`src/hw/chol_consts.svh`:
```
`ifndef CHOL_CONSTS_SVH
`define CHOL_CONSTS_SVH

// ========================================================
// Fixed-point format
// ========================================================

`define CHOL_W          32  // Bits per matrix element
`define CHOL_FRAC       16  // Fraction bits

// ========================================================
// Matrix geometry
// ========================================================

`define CHOL_N          3   // Matrix order
`define CHOL_ENTRIES    6   // Lower triangle entries, N*(N+1)/2

// ========================================================
// Arithmetic unit iteration counts
// ========================================================

`define CHOL_SQRT_ITER  24  // One root bit per cycle, (W+FRAC)/2
`define CHOL_DIV_ITER   48  // One quotient bit per cycle, W+FRAC

`endif

```
`src/hw/chol_fixed_pkg.sv`:
```
`include "chol_consts.svh"

// ========================================================
// Fixed-point numeric types
// ========================================================

package chol_fixed_pkg;

    // Signed element with CHOL_FRAC fraction bits
    typedef logic signed [`CHOL_W-1:0] fixed_t;

    // Full product of two elements before rescaling
    typedef logic signed [2*`CHOL_W-1:0] wide_t;

endpackage

```
`src/hw/chol_matrix_pkg.sv`:
```
`include "chol_consts.svh"

// ========================================================
// Lower-triangle matrix storage
// ========================================================

package chol_matrix_pkg;

    import chol_fixed_pkg::*;

    // Entries in row order 11, 21, 22, 31, 32, 33
    typedef fixed_t [`CHOL_ENTRIES-1:0] tri_mat_t;

    typedef logic [$clog2(`CHOL_ENTRIES)-1:0] entry_idx_t;  // Slot in tri_mat_t
    typedef logic [$clog2(`CHOL_N)-1:0] pos_t;              // Row or column number

    // Packed slot of element (row, col) with col <= row, both zero based
    function automatic entry_idx_t tri_idx(input pos_t row, input pos_t col);
        int r;
        r = int'(row);
        return entry_idx_t'(r * (r + 1) / 2 + int'(col));
    endfunction

endpackage

```
`src/hw/chol_arith_if.sv`:
```
`timescale 1ns/1ps

// ========================================================
// One operation to an arithmetic unit and its result
// ========================================================

interface chol_arith_if ();

    import chol_fixed_pkg::*;

    logic   start;      // One-cycle pulse, unit must be idle
    fixed_t operand_a;  // Radicand or dividend
    fixed_t operand_b;  // Divisor, unused by the square root
    fixed_t result;     // Valid while done is high
    logic   done;       // One-cycle pulse

    modport master (
        output start,
        output operand_a,
        output operand_b,
        input  result,
        input  done
    );

    modport unit (
        input  start,
        input  operand_a,
        input  operand_b,
        output result,
        output done
    );

endinterface

```
`src/hw/chol_sqrt_unit.sv`:
```
`timescale 1ns/1ps
`include "chol_consts.svh"

module chol_sqrt_unit (
    input logic        clk,
    input logic        rst,
    chol_arith_if.unit bus
);

    import chol_fixed_pkg::*;

    localparam int ITER = `CHOL_SQRT_ITER;
    localparam int RW   = ITER + 6;         // Remainder with headroom for 4r + 4q + 3
    localparam int CW   = $clog2(ITER);

    logic                 active;
    logic [CW-1:0]        cnt;
    logic [2*ITER-1:0]    rad;              // Radicand, leading pair consumed each step
    logic [ITER-1:0]      root;
    logic signed [RW-1:0] rem;
    logic signed [RW-1:0] trial;
    logic signed [RW-1:0] q_term;
    logic signed [RW-1:0] rem_next;

    // Non-restoring step, add back when the remainder went negative
    assign trial    = {rem[RW-3:0], rad[2*ITER-1 -: 2]};
    assign q_term   = {{(RW-ITER-2){1'b0}}, root, (rem[RW-1] ? 2'b11 : 2'b01)};
    assign rem_next = rem[RW-1] ? trial + q_term : trial - q_term;

    assign bus.result = fixed_t'(root);     // Zero extended, root is never negative

    always_ff @(posedge clk) begin
        if (rst) begin
            active   <= 1'b0;
            cnt      <= '0;
            bus.done <= 1'b0;
        end else begin
            bus.done <= 1'b0;
            if (bus.start && !active) begin
                active <= 1'b1;
                cnt    <= '0;
            end else if (active) begin
                cnt <= cnt + 1'b1;
                if (cnt == CW'(ITER - 1)) begin
                    active   <= 1'b0;
                    bus.done <= 1'b1;   // Last root bit lands on this edge
                end
            end
        end
    end

    always_ff @(posedge clk) begin
        if (bus.start && !active) begin
            rad  <= {bus.operand_a, {`CHOL_FRAC{1'b0}}};  // Scale so the root keeps FRAC bits
            rem  <= '0;
            root <= '0;
        end else if (active) begin
            rad  <= rad << 2;
            rem  <= rem_next;
            root <= {root[ITER-2:0], ~rem_next[RW-1]};
        end
    end

    // Sequencer must hand over a non-negative residual to an idle unit
    a_start_ok: assert property (@(posedge clk) disable iff (rst)
        bus.start |-> (!bus.operand_a[`CHOL_W-1] && !active))
        else $error("sqrt start with negative radicand or while busy");

endmodule

```
`src/hw/chol_div_unit.sv`:
```
`timescale 1ns/1ps
`include "chol_consts.svh"

module chol_div_unit (
    input logic        clk,
    input logic        rst,
    chol_arith_if.unit bus
);

    import chol_fixed_pkg::*;

    localparam int W    = `CHOL_W;
    localparam int ITER = `CHOL_DIV_ITER;
    localparam int CW   = $clog2(ITER);

    logic          active;
    logic          neg;         // Quotient sign
    logic [CW-1:0] cnt;
    logic [ITER-1:0] num;       // Dividend magnitude shifts out, quotient shifts in
    logic [W-1:0]  dvs;         // Divisor magnitude
    logic [W-1:0]  rem;
    logic [W:0]    rem_sh;
    logic [W:0]    diff;
    logic [W-1:0]  a_mag;
    logic [W-1:0]  b_mag;
    fixed_t        quot;

    assign a_mag = bus.operand_a[W-1] ? -bus.operand_a : bus.operand_a;
    assign b_mag = bus.operand_b[W-1] ? -bus.operand_b : bus.operand_b;

    // Restoring step, keep the difference only when it is not negative
    assign rem_sh = {rem, num[ITER-1]};
    assign diff   = rem_sh - {1'b0, dvs};

    assign quot       = fixed_t'(num[W-1:0]);   // Low word of the quotient
    assign bus.result = neg ? -quot : quot;

    always_ff @(posedge clk) begin
        if (rst) begin
            active   <= 1'b0;
            cnt      <= '0;
            bus.done <= 1'b0;
        end else begin
            bus.done <= 1'b0;
            if (bus.start && !active) begin
                active <= 1'b1;
                cnt    <= '0;
            end else if (active) begin
                cnt <= cnt + 1'b1;
                if (cnt == CW'(ITER - 1)) begin
                    active   <= 1'b0;
                    bus.done <= 1'b1;
                end
            end
        end
    end

    always_ff @(posedge clk) begin
        if (bus.start && !active) begin
            num <= {a_mag, {`CHOL_FRAC{1'b0}}};
            dvs <= b_mag;
            rem <= '0;
            neg <= bus.operand_a[W-1] ^ bus.operand_b[W-1];
        end else if (active) begin
            rem <= diff[W] ? rem_sh[W-1:0] : diff[W-1:0];
            num <= {num[ITER-2:0], ~diff[W]};
        end
    end

    // Divisor is an L diagonal already produced, never zero in a valid run
    a_start_ok: assert property (@(posedge clk) disable iff (rst)
        bus.start |-> ((bus.operand_b != '0) && !active))
        else $error("divider start with zero divisor or while busy");

endmodule

```
`src/hw/chol_sequencer.sv`:
```
`timescale 1ns/1ps
`include "chol_consts.svh"

module chol_sequencer (
    input  logic                      clk,
    input  logic                      rst,
    input  chol_matrix_pkg::tri_mat_t a_in,
    input  logic                      a_valid,
    output chol_matrix_pkg::tri_mat_t l_out,
    output logic                      l_valid,
    output logic                      busy,
    chol_arith_if.master              sqrt_bus,
    chol_arith_if.master              div_bus
);

    import chol_fixed_pkg::*;
    import chol_matrix_pkg::*;

    typedef enum logic [1:0] {
        S_IDLE,         // Waiting for a_valid
        S_TERM,         // One product term per cycle, then issue
        S_SQRT_WAIT,
        S_DIV_WAIT
    } state_t;

    state_t   state;
    tri_mat_t a_reg;    // Copy of A for the whole run
    pos_t     col;      // Column being factored
    pos_t     row;      // Entry row, equals col on the diagonal
    pos_t     k;        // Product term index
    wide_t    acc;
    wide_t    prod;
    wide_t    term;
    fixed_t   mul_a;
    fixed_t   mul_b;
    fixed_t   residual;
    logic     issue;

    // ========================================================
    // Residual datapath
    // ========================================================

    assign mul_a    = l_out[tri_idx(row, k)];
    assign mul_b    = l_out[tri_idx(col, k)];
    assign prod     = mul_a * mul_b;
    assign term     = prod >>> `CHOL_FRAC;                      // Back to FRAC scale
    assign residual = a_reg[tri_idx(row, col)] - fixed_t'(acc); // Element width wrap

    // All col terms summed, hand the residual to a unit this cycle
    assign issue = (state == S_TERM) && (k == col);

    assign sqrt_bus.start     = issue && (row == col);
    assign sqrt_bus.operand_a = residual;
    assign sqrt_bus.operand_b = '0;
    assign div_bus.start      = issue && (row != col);
    assign div_bus.operand_a  = residual;
    assign div_bus.operand_b  = l_out[tri_idx(col, col)];    // L_jj

    always_ff @(posedge clk) begin
        if ((state == S_IDLE) && a_valid) begin
            a_reg <= a_in;
        end
        if ((state == S_TERM) && !issue) begin
            acc <= acc + term;
        end else begin
            acc <= '0;  // Fresh sum for every entry
        end
    end

    // ========================================================
    // Column and row schedule
    // ========================================================

    always_ff @(posedge clk) begin
        if (rst) begin
            state   <= S_IDLE;
            busy    <= 1'b0;
            l_valid <= 1'b0;
            l_out   <= '0;
            col     <= '0;
            row     <= '0;
            k       <= '0;
        end else begin
            l_valid <= 1'b0;
            case (state)
                S_IDLE: begin
                    if (a_valid) begin
                        busy  <= 1'b1;
                        col   <= '0;
                        row   <= '0;
                        k     <= '0;
                        state <= S_TERM;
                    end
                end
                S_TERM: begin
                    if (issue) begin
                        state <= (row == col) ? S_SQRT_WAIT : S_DIV_WAIT;
                    end else begin
                        k <= k + 1'b1;
                    end
                end
                S_SQRT_WAIT: begin
                    if (sqrt_bus.done) begin
                        l_out[tri_idx(col, col)] <= sqrt_bus.result;
                        k <= '0;
                        if (col == pos_t'(`CHOL_N - 1)) begin
                            busy    <= 1'b0;    // Last entry written on this edge
                            l_valid <= 1'b1;
                            state   <= S_IDLE;
                        end else begin
                            row   <= col + 1'b1;
                            state <= S_TERM;
                        end
                    end
                end
                S_DIV_WAIT: begin
                    if (div_bus.done) begin
                        l_out[tri_idx(row, col)] <= div_bus.result;
                        k     <= '0;
                        state <= S_TERM;
                        if (row == pos_t'(`CHOL_N - 1)) begin
                            col <= col + 1'b1;  // Next diagonal
                            row <= col + 1'b1;
                        end else begin
                            row <= row + 1'b1;
                        end
                    end
                end
                default: state <= S_IDLE;
            endcase
        end
    end

    // Result pulse only closes a run that was in progress
    a_valid_in_run: assert property (@(posedge clk) disable iff (rst)
        l_valid |-> $past(busy))
        else $error("l_valid without a preceding run");

endmodule

```
`src/hw/cholesky.sv`:
```
`timescale 1ns/1ps

module cholesky (
    input  logic                      clk,
    input  logic                      rst,
    input  chol_matrix_pkg::tri_mat_t a_in,
    input  logic                      a_valid,
    output chol_matrix_pkg::tri_mat_t l_out,
    output logic                      l_valid,
    output logic                      busy
);

    chol_arith_if sqrt_bus ();  // Diagonal entries
    chol_arith_if div_bus ();   // Entries below the diagonal

    chol_sequencer sequencer_inst (
        .clk      (clk),
        .rst      (rst),
        .a_in     (a_in),
        .a_valid  (a_valid),
        .l_out    (l_out),
        .l_valid  (l_valid),
        .busy     (busy),
        .sqrt_bus (sqrt_bus.master),
        .div_bus  (div_bus.master)
    );

    chol_sqrt_unit sqrt_inst (
        .clk (clk),
        .rst (rst),
        .bus (sqrt_bus.unit)
    );

    chol_div_unit div_inst (
        .clk (clk),
        .rst (rst),
        .bus (div_bus.unit)
    );

endmodule

```
`config.mk`:
```
export PLATFORM = sky130hd
export DESIGN_NAME = cholesky
export DESIGN_NICKNAME = d
export VERILOG_FILES = /design/src/hw/chol_fixed_pkg.sv /design/src/hw/chol_matrix_pkg.sv /design/src/hw/chol_arith_if.sv /design/src/hw/chol_sqrt_unit.sv /design/src/hw/chol_div_unit.sv /design/src/hw/chol_sequencer.sv /design/src/hw/cholesky.sv
export VERILOG_INCLUDE_DIRS = /design/src /design/src/hw
export SDC_FILE = /design/constraint.sdc
export NUM_CORES = 2
export LEC_CHECK = 0
export ABC_AREA = 1
export ABC_CLOCK_PERIOD_IN_PS = 14870
export BUFFER_PORTS_ARGS = -buffer_cell sky130_fd_sc_hd__buf_2
export CAP_MARGIN = 20
export CELL_PAD_IN_SITES_DETAIL_PLACEMENT = 1
export CELL_PAD_IN_SITES_GLOBAL_PLACEMENT = 1
export CORE_MARGIN = 2
export CORE_UTILIZATION = 47
export DETAILED_ROUTE_END_ITERATION = 10
export PLACE_DENSITY_LB_ADDON = 0.1
export SLEW_MARGIN = 20
export SYNTH_ARGS = -nofsm -noshare
export SYNTH_HDL_FRONTEND = slang
export SYNTH_SLANG_ARGS = --single-unit
export TNS_END_PERCENT = 30
```
`constraint.sdc`:
```
create_clock -name clk -period 14.87 [get_ports clk]
set_input_delay 2.974 -clock clk [delete_from_list [all_inputs] [get_ports clk]]
set_output_delay 2.974 -clock clk [all_outputs]
set_load 0.05 [all_outputs]
```
==> key figures <==
Outcome
  – Status: complete, no violations

Floorplanning
  – Num ports: 389
  – Die height: 385.7 µm
  – Starting Density: 47.15%
  – Die Area: 0.1487 mm²
  – Die X: 385.7 µm
  – Core area: 0.1452 mm²
  – Row cnt: 140

Clock tree
  – CTS sink cnt: 639
  – Skew-Pair Late Insertion Delay: 740 ps
  – Hold-fix buffers at CTS: 0
  – Clk root buf: clkbuf_16
  – Num CTS Buffers: 79
  – Worst-path clk slew: 70 ps
  – # Post-CTS Setup Buffers: 0
  – CTS H-tree depth: 3
  – Post-CTS sizing: 0
  – Max Root-Sink Buffers: 3
  – TritonCTS clock tree: built

Routing
  – Avg Vias per Cell: 5.919
  – Drt total wl: 300.2 mm
  – Routed wire length per instance: 26.96 µm
  – Drt drc: 0
  – DRT antenna net count: 0
  – Drt pass-1 iters: 5
  – 1st-iter DRT viols: 6472
  – Vias: 65920

Setup path
  – Critical-path maximum fanout: 45
  – Type of origin of the critical path: flop
  – CP arrival: 13870 ps
  – Delay-heaviest family, CP: adder cells
  – Worst setup path category: reg2reg
  – Setup crit end kind: flop
  – Max stage delay on crit path: 790 ps
  – Worst setup startpoint: sequencer_inst.col[0]
  – Req. time, crit path: 15490 ps
  – CP max stage cell: dfxtp_1
  – Crit path buf inv count: 9
  – R2R setup slack: 1620 ps
  – Reg2Reg Launch Point: sequencer_inst.col[0]
  – Most used cell, CP: fa_1

Placed design
  – PortBufs: 388
  – HPWL after DPL: 233.0 mm
  – Routability cong.: 1.003

STA
  – Final hold violations: 0
  – Setup TNS: 0 ps
  – RSZ-0062 raised after global routing: no
  – # setup viols final: 0
  – Maximum clock frequency: 75.47 MHz
  – Max Slew Vio Count: 0
  – Fin crit share: 89.11%
  – Clock skew: 61.27 ps
  – Tightest Pin Transition: 1303 ps
  – Max_slew headroom: 12.81%
  – Min Tclk post-route: 13250 ps

Final layout
  – Fin nets: 10500
  – Share of cells above drive strength 1: 8.514%
  – P&R area growth vs syn: 9.750%

Global routing
  – Total Routing Usage GR: 40.29%
  – Total grt overflow: 0
  – Largest net degree at the start of global routing: 92
  – Initial antenna violation count: 12
  – First-pass GRT wire length: 444.3 mm
  – Vias in the first global route: 69420

Logic synthesis
  – Ys async rst share: 0%
  – Register area share after synthesis: 22.91%
  – Primary FF master, synth: dfxtp_1
  – Cell variety after synth: 68
  – Yosys warns: 0
  – Syn_area_per_cell: 7.641 µm²
  – Synth Net Count: 10310
  – Syn Std Cell Area: 0.06847 mm²
  – Synth Register Bits: 639
  – Number of flops mapped to enable cells by yosys: 289
  – Gate Count Post-Synth: 8961

Run
  – Maxcap violations: 0

Hold path
  – Hold/Removal Path Class: reg2reg
  – Worst hold start: div_inst.cnt[5]
-- path summary, 6_finish.rpt --
kind | endpoint | depth (start not counted)
max | sequencer_inst.acc[22] | 46
min | div_inst.cnt[5] | 2
min reg2reg | div_inst.cnt[5] | 2
max reg2reg | sequencer_inst.acc[22] | 46
-- cell families after synthesis --
group | count (synthesis) | share of synthesized area (%)
adder cells (fa/ha/maj) | 1155 | 30.37
AND/OR/NAND/NOR | 3372 | 19.65
multiplexers | 2 | 0.02924
XOR/XNOR | 178 | 2.381
buffers and inverters | 1977 | 11.17
AO/OA/AOI/OAI | 1638 | 13.48
flip-flops | 639 | 22.91
-- layout by cell type, fill, tap and decap left out, types with 112 or more instances in the layout --
master and count:
nor2_1 1060, edfxtp_1 289, o21ai_0 543, fa_1 843, nand3_1 283, ha_1 305, buf_2 387, dfxtp_1 349
buf_4 145, nand2_1 1846, a21oi_1 541, inv_1 1500, a31oi_1 112
-- metrics by stage --
stage	cell area (µm²)	utilization [%]	setup slack, ps	instances	hold slack [ps]
after global routing	75120	51.73	1024	11130	491.4
after detailed placement	72290	49.78	1795	10980	455.5
after global placement	72270	49.76	1997	10980	445.8
after floorplan	68470	-	3461	8961	425.3
after CTS	75070	51.70	1681	11120	466.2
final	75140	51.75	1620	11140	471.8
-- final cells by class --
cell class                 count  area, µm²
fill                       18110      70070
multi-input combinational   6345      45370
sequential                   639      15690
inverter                    1546       5809
timing repair buffer         534       3060
tap                         1917       2399
clock buffer                 106       2261
clock inverter                38      524.3
antenna                       12      30.03
-- synthesized netlist by cell type (4+ instances only) --
master / count / area, µm²
a221oi_1: 45 / 394.1
nand3b_1: 15 / 112.6
buf_6: 8 / 90.09
a22oi_1: 22 / 165.2
or2_2: 12 / 75.07
a21boi_0: 7 / 52.55
dfxtp_1: 350 / 7007
nor2_1: 1064 / 3994
inv_1: 1506 / 5653
o21ai_1: 59 / 295.3
nor3_1: 52 / 260.3
clkbuf_1: 278 / 1044
fa_1: 845 / 16920
o211ai_1: 82 / 615.6
xnor2_2: 4 / 65.06
o31ai_1: 4 / 30.03
o21ai_2: 8 / 70.07
nand3_1: 283 / 1416
buf_2: 93 / 465.5
a21o_1: 9 / 67.56
a32o_1: 5 / 50.05
nor4_1: 14 / 87.58
a21oi_1: 542 / 2713
o221ai_1: 5 / 43.79
a211oi_1: 15 / 112.6
clkinv_1: 19 / 71.32
nand2_1: 1849 / 6940
edfxtp_1: 289 / 8678
xor2_1: 110 / 963.4
ha_1: 310 / 3879
o21ai_0: 560 / 2803
buf_1: 37 / 138.9
o21a_1: 21 / 157.7
o22ai_1: 108 / 675.7
o21bai_1: 17 / 127.6
nand2_2: 5 / 31.28
nor2_2: 8 / 50.05
nand4_1: 51 / 319.1
inv_2: 21 / 78.83
a31oi_1: 113 / 706.9
buf_4: 14 / 105.1
xnor2_1: 60 / 525.5
-- worst reg2reg max path, delay by kind of cell, from the launching register on --
kind	cells	cell delay [ps]
fa+ha+maj	12	5810
compound gates	12	2730
buf+inv	9	2310
simple gates	12	1360
flops	1	790
xor+xnor	1	170
-- layer usage --
metal  routed length, µm  global-route usage [%]  up-vias
met4               17470                   20.55       10
met5                 195                  0.6823        -
met3               30220                   9.965      763
met1              118500                   52.12    33270
met2              133900                   62.57     3168
li1                    -                       -    28700
Power is not shown: default switching activity piles up to over one toggle a cycle in this logic, so the estimate is an artifact.
